**src/robCore_defines.svh**
```systemverilog
`ifndef ROBCORE_DEFINES_SVH
`define ROBCORE_DEFINES_SVH

// instructions per dispatch and per retire
`define NUM_SUPER 2

// must stay a power of two
`define NUM_ROB 16

`define NUM_AREG 32
`define NUM_PREG 48

// index widths
`define ROB_IDX_W 4
`define AREG_W 5
`define PREG_W 6

`endif

```
**src/robPkg.sv**
```systemverilog
`default_nettype none

`include "robCore_defines.svh"

package robPkg;

  typedef struct packed {
    logic [`AREG_W-1:0] dest;
    logic               halt;
    logic               illegal;
  } instrIn_t;

  typedef instrIn_t [`NUM_SUPER-1:0] dispatchReq_t;

  typedef struct packed {
    logic [`AREG_W-1:0] dest;
    logic [`PREG_W-1:0] tag;
    logic [`PREG_W-1:0] oldTag;
    logic               halt;
    logic               illegal;
  } renamed_t;

  typedef renamed_t [`NUM_SUPER-1:0] renamedPair_t;

  typedef struct packed {
    logic     valid;
    logic     complete;
    renamed_t instr;
  } robEntry_t;

  typedef struct packed {
    logic                  valid;
    logic [`ROB_IDX_W-1:0] idx;
  } completePort_t;

  typedef completePort_t [`NUM_SUPER-1:0] completeReq_t;

endpackage

`default_nettype wire

```
**src/commitPkg.sv**
```systemverilog
`default_nettype none

`include "robCore_defines.svh"

package commitPkg;

  typedef struct packed {
    logic               valid;
    logic [`AREG_W-1:0] dest;
    logic [`PREG_W-1:0] tag;
    logic [`PREG_W-1:0] oldTag;
    logic               halt;
    logic               illegal;
  } retireSlot_t;

  typedef retireSlot_t [`NUM_SUPER-1:0] retirePair_t;

  // tag handed back to the free list
  typedef struct packed {
    logic               valid;
    logic [`PREG_W-1:0] tag;
  } freedTag_t;

  typedef freedTag_t [`NUM_SUPER-1:0] freedTags_t;

endpackage

`default_nettype wire

```
**src/renameStage.sv**
```systemverilog
`timescale 1ns/1ps
`default_nettype none

`include "robCore_defines.svh"

module renameStage (
  input  logic                  clock,
  input  logic                  reset,
  input  logic                  dispatchValid,
  input  robPkg::dispatchReq_t  dispatchReq,
  input  commitPkg::freedTags_t freedTags,
  output logic                  renamedValid,
  output robPkg::renamedPair_t  renamed,
  output logic [`PREG_W:0]      freeCount
);
  import robPkg::*;
  import commitPkg::*;

  localparam int FL_DEPTH = `NUM_PREG - `NUM_AREG;
  localparam int FL_IDX_W = $clog2(FL_DEPTH);

  logic [`PREG_W-1:0] freeList [FL_DEPTH];
  logic [FL_IDX_W-1:0] flHead;
  logic [FL_IDX_W-1:0] flTail;
  logic [FL_IDX_W-1:0] pushIdx1;
  logic [1:0] pushCount;
  logic [`PREG_W-1:0] specMap [`NUM_AREG];
  renamedPair_t renamedNext;

  // slot 1 lands behind slot 0 only when slot 0 pushes too
  assign pushIdx1 = flTail + FL_IDX_W'(freedTags[0].valid);
  assign pushCount = 2'(freedTags[0].valid) + 2'(freedTags[1].valid);

  always_comb begin
    for (int i = 0; i < `NUM_SUPER; i++) begin
      renamedNext[i].dest = dispatchReq[i].dest;
      renamedNext[i].tag = freeList[flHead + FL_IDX_W'(i)];
      renamedNext[i].oldTag = specMap[dispatchReq[i].dest];
      renamedNext[i].halt = dispatchReq[i].halt;
      renamedNext[i].illegal = dispatchReq[i].illegal;
    end
    // same destination inside a pair
    if (dispatchReq[1].dest == dispatchReq[0].dest) begin
      renamedNext[1].oldTag = renamedNext[0].tag;
    end
  end

  always_ff @(posedge clock) begin
    if (reset) begin
      flHead <= '0;
      flTail <= '0;
      freeCount <= (`PREG_W+1)'(FL_DEPTH);
      for (int i = 0; i < FL_DEPTH; i++) begin
        freeList[i] <= `PREG_W'(`NUM_AREG + i);
      end
      // identity mapping
      for (int i = 0; i < `NUM_AREG; i++) begin
        specMap[i] <= `PREG_W'(i);
      end
    end else begin
      if (freedTags[0].valid) begin
        freeList[flTail] <= freedTags[0].tag;
      end
      if (freedTags[1].valid) begin
        freeList[pushIdx1] <= freedTags[1].tag;
      end
      flTail <= flTail + FL_IDX_W'(pushCount);
      if (dispatchValid) begin
        flHead <= flHead + FL_IDX_W'(`NUM_SUPER);
        // slot 1 wins on a shared destination
        specMap[dispatchReq[0].dest] <= renamedNext[0].tag;
        specMap[dispatchReq[1].dest] <= renamedNext[1].tag;
      end
      freeCount <= freeCount + (`PREG_W+1)'(pushCount)
                   - (dispatchValid ? (`PREG_W+1)'(`NUM_SUPER) : '0);
    end
  end

  always_ff @(posedge clock) begin
    if (reset) begin
      renamedValid <= 1'b0;
    end else begin
      renamedValid <= dispatchValid;
    end
  end

  always_ff @(posedge clock) begin
    if (dispatchValid) begin
      renamed <= renamedNext;
    end
  end

endmodule

`default_nettype wire

```
**src/reorderBuffer.sv**
```systemverilog
`timescale 1ns/1ps
`default_nettype none

`include "robCore_defines.svh"

module reorderBuffer (
  input  logic                   clock,
  input  logic                   reset,
  input  logic                   renamedValid,
  input  robPkg::renamedPair_t   renamed,
  input  robPkg::completeReq_t   completeReq,
  input  logic                   halted,
  output commitPkg::retirePair_t retireNow,
  output logic [`ROB_IDX_W:0]    robSpace
);
  import robPkg::*;
  import commitPkg::*;

  robEntry_t entries [`NUM_ROB];
  robEntry_t entriesNext [`NUM_ROB];
  logic [`ROB_IDX_W-1:0] head;
  logic [`ROB_IDX_W-1:0] tail;
  logic [`ROB_IDX_W-1:0] headPlusOne;
  logic [`ROB_IDX_W-1:0] tailPlusOne;
  logic [`ROB_IDX_W:0] used;
  logic [`NUM_SUPER-1:0] retireEn;
  logic [1:0] retireCount;

  function automatic retireSlot_t toSlot(input logic en, input renamed_t r);
    retireSlot_t s;
    s.valid = en;
    s.dest = r.dest;
    s.tag = r.tag;
    s.oldTag = r.oldTag;
    s.halt = r.halt;
    s.illegal = r.illegal;
    return s;
  endfunction

  assign headPlusOne = head + 1'b1;
  assign tailPlusOne = tail + 1'b1;

  // in-order retire, slot 1 only behind slot 0
  always_comb begin
    retireEn[0] = entries[head].valid & entries[head].complete & ~halted;
    retireEn[1] = retireEn[0] & entries[headPlusOne].valid & entries[headPlusOne].complete;
  end

  assign retireCount = 2'(retireEn[0]) + 2'(retireEn[1]);

  always_comb begin
    retireNow[0] = toSlot(retireEn[0], entries[head].instr);
    retireNow[1] = toSlot(retireEn[1], entries[headPlusOne].instr);
  end

  // a pair sitting in the rename register already owns two slots
  assign robSpace = (`ROB_IDX_W+1)'(`NUM_ROB) - used
                    - (renamedValid ? (`ROB_IDX_W+1)'(`NUM_SUPER) : '0);

  always_comb begin
    entriesNext = entries;
    if (renamedValid) begin
      entriesNext[tail].valid = 1'b1;
      entriesNext[tail].complete = renamed[0].halt | renamed[0].illegal;
      entriesNext[tail].instr = renamed[0];
      entriesNext[tailPlusOne].valid = 1'b1;
      entriesNext[tailPlusOne].complete = renamed[1].halt | renamed[1].illegal;
      entriesNext[tailPlusOne].instr = renamed[1];
    end
    for (int i = 0; i < `NUM_SUPER; i++) begin
      if (completeReq[i].valid) begin
        entriesNext[completeReq[i].idx].complete = 1'b1;
      end
    end
    if (retireEn[0]) begin
      entriesNext[head].valid = 1'b0;
    end
    if (retireEn[1]) begin
      entriesNext[headPlusOne].valid = 1'b0;
    end
  end

  always_ff @(posedge clock) begin
    if (reset) begin
      for (int i = 0; i < `NUM_ROB; i++) begin
        entries[i].valid <= 1'b0;
        entries[i].complete <= 1'b0;
      end
    end else begin
      entries <= entriesNext;
    end
  end

  always_ff @(posedge clock) begin
    if (reset) begin
      head <= '0;
      tail <= '0;
      used <= '0;
    end else begin
      head <= head + `ROB_IDX_W'(retireCount);
      if (renamedValid) begin
        tail <= tail + `ROB_IDX_W'(`NUM_SUPER);
      end
      used <= used - (`ROB_IDX_W+1)'(retireCount)
              + (renamedValid ? (`ROB_IDX_W+1)'(`NUM_SUPER) : '0);
    end
  end

endmodule

`default_nettype wire

```
**src/commitStage.sv**
```systemverilog
`timescale 1ns/1ps
`default_nettype none

`include "robCore_defines.svh"

module commitStage (
  input  logic                   clock,
  input  logic                   reset,
  input  commitPkg::retirePair_t retireNow,
  output commitPkg::retirePair_t retired,
  output commitPkg::freedTags_t  freedTags,
  output logic                   halted,
  output logic                   illegalSeen
);
  import commitPkg::*;

  logic [`PREG_W-1:0] archMap [`NUM_AREG];
  retirePair_t report;
  freedTags_t freedNext;
  logic stopSeen;
  logic haltNow;
  logic illegalNow;

  // drop anything younger than a halting slot
  always_comb begin
    report = retireNow;
    stopSeen = 1'b0;
    haltNow = 1'b0;
    illegalNow = 1'b0;
    for (int i = 0; i < `NUM_SUPER; i++) begin
      report[i].valid = retireNow[i].valid & ~stopSeen;
      haltNow = haltNow | (report[i].valid & report[i].halt);
      illegalNow = illegalNow | (report[i].valid & report[i].illegal);
      stopSeen = stopSeen | (report[i].valid & (report[i].halt | report[i].illegal));
    end
  end

  // freed tag is the architectural mapping being replaced
  always_comb begin
    freedNext[0].valid = report[0].valid;
    freedNext[0].tag = archMap[report[0].dest];
    freedNext[1].valid = report[1].valid;
    freedNext[1].tag = (report[0].valid && report[0].dest == report[1].dest) ?
                       report[0].tag : archMap[report[1].dest];
  end

  always_ff @(posedge clock) begin
    if (reset) begin
      retired <= '0;
      freedTags <= '0;
      halted <= 1'b0;
      illegalSeen <= 1'b0;
      for (int i = 0; i < `NUM_AREG; i++) begin
        archMap[i] <= `PREG_W'(i);
      end
    end else begin
      retired <= report;
      freedTags <= freedNext;
      halted <= halted | haltNow;
      illegalSeen <= illegalSeen | illegalNow;
      for (int i = 0; i < `NUM_SUPER; i++) begin
        if (report[i].valid) begin
          archMap[report[i].dest] <= report[i].tag;
        end
      end
    end
  end

endmodule

`default_nettype wire

```
**src/robCore.sv**
```systemverilog
`timescale 1ns/1ps
`default_nettype none

`include "robCore_defines.svh"

module robCore (
  input  logic                   clock,
  input  logic                   reset,
  input  logic                   dispatchValid,
  input  robPkg::dispatchReq_t   dispatchReq,
  input  robPkg::completeReq_t   completeReq,
  output logic                   dispatchReady,
  output commitPkg::retirePair_t retired,
  output logic                   halted,
  output logic                   illegalSeen
);
  import robPkg::*;
  import commitPkg::*;

  logic dispatchAccept;
  logic dispatchBlock;
  logic stopped;
  logic renamedValid;
  renamedPair_t renamed;
  logic [`PREG_W:0] freeCount;
  logic [`ROB_IDX_W:0] robSpace;
  retirePair_t retireNow;
  freedTags_t freedTags;

  assign stopped = halted | illegalSeen;

  // room for two pairs, two free tags, not stopped, no strobe last cycle
  assign dispatchReady = (robSpace >= (`ROB_IDX_W+1)'(2 * `NUM_SUPER))
                         & (freeCount >= (`PREG_W+1)'(`NUM_SUPER))
                         & ~stopped & ~dispatchBlock;
  assign dispatchAccept = dispatchValid & dispatchReady;

  // also keeps ready low in the first cycle out of reset
  always_ff @(posedge clock) begin
    if (reset) begin
      dispatchBlock <= 1'b1;
    end else begin
      dispatchBlock <= dispatchAccept;
    end
  end

  renameStage renameStage_inst (
    .clock(clock),
    .reset(reset),
    .dispatchValid(dispatchAccept),
    .dispatchReq(dispatchReq),
    .freedTags(freedTags),
    .renamedValid(renamedValid),
    .renamed(renamed),
    .freeCount(freeCount)
  );

  reorderBuffer reorderBuffer_inst (
    .clock(clock),
    .reset(reset),
    .renamedValid(renamedValid),
    .renamed(renamed),
    .completeReq(completeReq),
    .halted(stopped),
    .retireNow(retireNow),
    .robSpace(robSpace)
  );

  commitStage commitStage_inst (
    .clock(clock),
    .reset(reset),
    .retireNow(retireNow),
    .retired(retired),
    .freedTags(freedTags),
    .halted(halted),
    .illegalSeen(illegalSeen)
  );

endmodule

`default_nettype wire

```
**config.mk**
```make
export PLATFORM = sky130hd
export DESIGN_NAME = robCore
export DESIGN_NICKNAME = d
export VERILOG_FILES = /design/src/robPkg.sv /design/src/commitPkg.sv /design/src/renameStage.sv /design/src/reorderBuffer.sv /design/src/commitStage.sv /design/src/robCore.sv
export VERILOG_INCLUDE_DIRS = /design/src
export SDC_FILE = /design/constraint.sdc
export NUM_CORES = 2
export LEC_CHECK = 0
export BUFFER_PORTS_ARGS = -buffer_cell sky130_fd_sc_hd__buf_4
export CAP_MARGIN = 0
export CORE_MARGIN = 4
export CORE_UTILIZATION = 60
export CTS_BUF_LIST = sky130_fd_sc_hd__clkbuf_2
export DETAILED_ROUTE_END_ITERATION = 8
export PLACE_DENSITY = 0.76
export RECOVER_POWER = 100
export SLEW_MARGIN = 10
export SYNTH_ARGS = -nofsm -noshare
export SYNTH_HDL_FRONTEND = slang
export SYNTH_SLANG_ARGS = --single-unit
```
**constraint.sdc**
```tcl
create_clock -name clock -period 10.3 [get_ports clock]
set_input_delay 0.515 -clock clock [delete_from_list [all_inputs] [get_ports clock]]
set_output_delay 0.515 -clock clock [all_outputs]
set_load 0.05 [all_outputs]
```
==> impl.org <==
** Route
- Number of design rule violations left after detail routing :: 22
- In the final routed layout, each cell accounts on average for 28.46 microns.
- Number of nets with antenna violations after detailed routing :: 0
- Summed over all layers, the routed wires come to 147,300 microns.
- Number of iterations in the first detailed-routing pass :: 9
- Vias after detailed routing :: 37,090
- Via-per-instance ratio :: 7.166
- In this run, the number of DRC markers left after iteration 0 of detailed routing was 5,784.

** Critical path
- On the critical path the largest part of the delay comes from buffers and inverters.
- Crit-path max cell delay :: 2.29 ns
- STA classifies the critical path endpoint as a register.
- At the worst endpoint, the required time is 11.44 ns.
- Of all nets on the critical path, the largest fanout is 52.
- The critical path is of the input port to register type.
- Worst path buffer plus inverter count :: 6
- Worst-path cell chain :: dlygate4sd3_1, dlygate4sd3_1, clkbuf_1, clkbuf_1, clkbuf_1, nor4_1, clkbuf_1, a221o_1
- CP arrival :: 9.44 ns
- Critical path's most frequent cell :: clkbuf_1
- On the critical path, the stage with the largest delay is an instance of clkbuf_1.
- Worst setup SP type :: input port

** STA
- Achievable clock frequency :: 0.1205 GHz
- Hold is met by 0.2003 ns.
- After layout, the minimum clock period comes to 8.299 ns.
- Final Cycle Share :: 0.8057
- RSZ-0062 raised after global routing :: no
- Number of endpoints failing setup at the final stage :: 0
- After routing, the total negative slack on setup checks comes to 0 ns.
- The worst pin sits at a relative slew slack of -1.549.
- Clock skew after layout :: 0.2000 ns
- Max-slew violation count :: 1,341
- Endpoints failing hold :: 0
- At the pin with the least slew margin, the transition time is 3.823 ns.

** Clock tree
- After clock tree synthesis, the flow added hold-fix buffers numbering 69.
- Root Buffer Master :: clkbuf_2
- CTS H-tree lvls :: 4
- After clock tree synthesis, the setup repair step added 0 buffers.
- The clock passes through at most 3 buffers.
- CTS tree :: built
- Post-CTS clock slew at the launch and capture registers of the worst setup and hold paths :: 0.10 ns
- # clock sinks :: 939
- Counting the buffers created by CTS gives 228.
- Later-pin clock latency in the skew report :: 1.58 ns
- Resized Gates After CTS :: 0

** Finish
- For this run, the post-layout net count is 3,980.
- Total of fill cells in the finished design :: 5,997
- Area grow syn2layout :: 7.716%
- Cell area after layout :: 52,960 sq um
- Core Util, Final :: 0.6543
- Of the cells placed in the final design, the portion with a size suffix greater than 1 is 0.2065.

** Run status
- Failing checks :: design-rule violations, max-capacitance violations, max-slew violations
- Outcome :: finished, violations left

** Placed design
- At the end of routability-driven placement, the weighted congestion stood at 1.022.
- Detailed placement finished with a half-perimeter wire length of 91,620 microns.
- In this run the cell area measured after placement is 50,460 sq um.
- IO Port Bufs :: 69

** GRT
- Across every metal layer, demand over resource in global routing totals 0.3398.
- Initial antenna violation count :: 7
- Summed over all layers, the global routing overflow is 0.
- Pin count of the biggest net entering global routing :: 132
- Number of global-route vias before repair :: 36,120
- First-pass GRT wire length :: 221,100 microns

** Floorplan
- The floorplan step defined a die boundary enclosing 86,590 sq um.
- FP Rows :: 104
- In this run the horizontal extent of the chip is 294.3 microns.
- 70 I/O pins were placed.
- Starting density of the core :: 0.6075
- Die boundary height :: 294.3 microns
- Core ar. :: 80,940 sq um

** Power and ir drop
- Leakage power of the design :: 16.80 nW
- Maximum vdd drop :: 0.1084 mV
- Power spread over the standard cell area amounts to 157.2 nW/um^2.

** Logic synthesis
- Flip-flop cell with the highest count after synthesis :: edfxtp_1
- Unique masters post-synth :: 73
- Yosys mapped a number of flops with a built-in enable equal to 822.
- Share of flip-flops with an asynchronous set or reset :: 0
- The share of the Yosys chip area taken by registers is 0.5497.
- Counting every net in the synthesized netlist gives 3,880.
- Synthesized instance count :: 3,814
- The cell area that synthesis handed to floorplanning was 49,170 sq um.
- Largest cells by area after synthesis :: edfxtp_1 50%, mux4_2 16%, dfxtp_1 4.8%
- The share of synthesized area in the top cell type comes to 0.5020.
- Cell taking the most area after synthesis :: edfxtp_1
- Number of synthesized register bits :: 939
- Mean post-synth cell area :: 12.89 sq um
- Number of warnings printed during yosys synthesis :: 0

** Job
- The tool flagged a number of max-cap violations equal to 37.

** Worst hold path
- Type of the most critical hold path :: input port to register
[synth_stat cells, drive strengths merged, types with 17 or more instances]
cell,count
a211oi,32
a21oi,73
a221oi,21
a22oi,157
a31oi,83
and3,34
buf,118
clkbuf,221
dfxtp,117
edfxtp,822
ha,34
inv,59
mux2,32
mux2i,118
mux4,347
nand2,366
nand2b,17
nand3,171
nand4,30
nor2,304
nor2b,68
nor3,96
o21a,17
o21ai,168
o22ai,112
or3,18
[where the power goes]
group,leakage (nW),switching [mW],internal (mW)
Sequential,8.25,0.180,4.34
Clock,1.64,1.56,1.01
Combinational,6.91,0.840,0.402
Total,16.8,2.58,5.75
[final cells by class]
cell class,count,area [sq um],share of cell area
Antenna cell,5,12.51,0.0002363
Tap cell,1060,1326,0.02504
Clock buffer,329,1647,0.03109
Multi-Input combinational cell,2476,20750,0.3918
Sequential cell,939,27030,0.5104
Timing Repair Buffer,209,1415,0.02672
Inverter,60,226.5,0.004276
Clock inverter,98,555.5,0.01049
[tightest hold or removal path: cells and delay by family]
family	cells	cell delay, ns
AOI/OAI and AO/OA	2	0.29
buffers and inverters	2	0.68
and+or+nand+nor	1	0.17
[cells by family (layout without fill, tap and decap cells)]
group                      count (synthesis)  count (layout)  synth area share
other                                      0               5                 0
muxes                                    497             497            0.1903
and+or+nand+nor                         1159            1159            0.1105
DFF                                      939             939            0.5497
adders and majority gates                 39              39           0.01069
xor gates and xnor gates                  29              29          0.005166
buffers and inverters                    399             696           0.03372
AOI/OAI and AO/OA                        752             752           0.09993
[per-stage QoR]
step / instances / worst slack (ns) / power [mW]
global placement: 4674 / 4.550 / 5.757
floorplan: 3814 / 5.003 / 5.305
CTS: 5170 / 4.231 / 8.317
detailed placement: 4674 / 4.344 / 5.784
finish: 5176 / 2.001 / 8.325
global route: 5174 / 2.093 / 8.650
[per-layer routing]
layer | up-vias | global-route usage | wire length, microns
li1 | 15390 | - | -
met1 | 17910 | 0.4463 | 50830
met2 | 3145 | 0.5172 | 67120
met3 | 642 | 0.1054 | 21110
met4 | 4 | 0.1747 | 8228
met5 | - | 0 | 27
[final timing paths]
kind         slack (ns)  cells past startpoint                              end                      startpoint
max                2.00                      8   renameStage_inst.specMap[8][1]                           reset
min                0.20                      5  reorderBuffer_inst.entries[124]                  completeReq[8]
max reg2reg        2.68                      9  commitStage_inst.archMap[25][2]      reorderBuffer_inst.head[0]
min reg2reg        0.48                      2   reorderBuffer_inst.entries[83]  reorderBuffer_inst.entries[83]
[cells in the final DEF (no fill, tap or decap), types with 30 or more instances in the layout]
cell type	instances
edfxtp_1	822
nand2_1	366
mux4_2	346
clkbuf_2	329
nor2_1	292
nand3_1	171
o21ai_0	157
a22oi_1	157
dfxtp_1	115
o22ai_1	112
mux2i_1	104
clkbuf_1	91
nor3_1	89
a31oi_1	83
a21oi_1	73
clkinv_1	70
dlygate4sd3_1	70
nor2b_1	67
inv_1	56
buf_4	43
and3_1	34
ha_1	33
a211oi_1	32
nand4_1	30
Note: power is estimated with default switching activity, not from simulation.
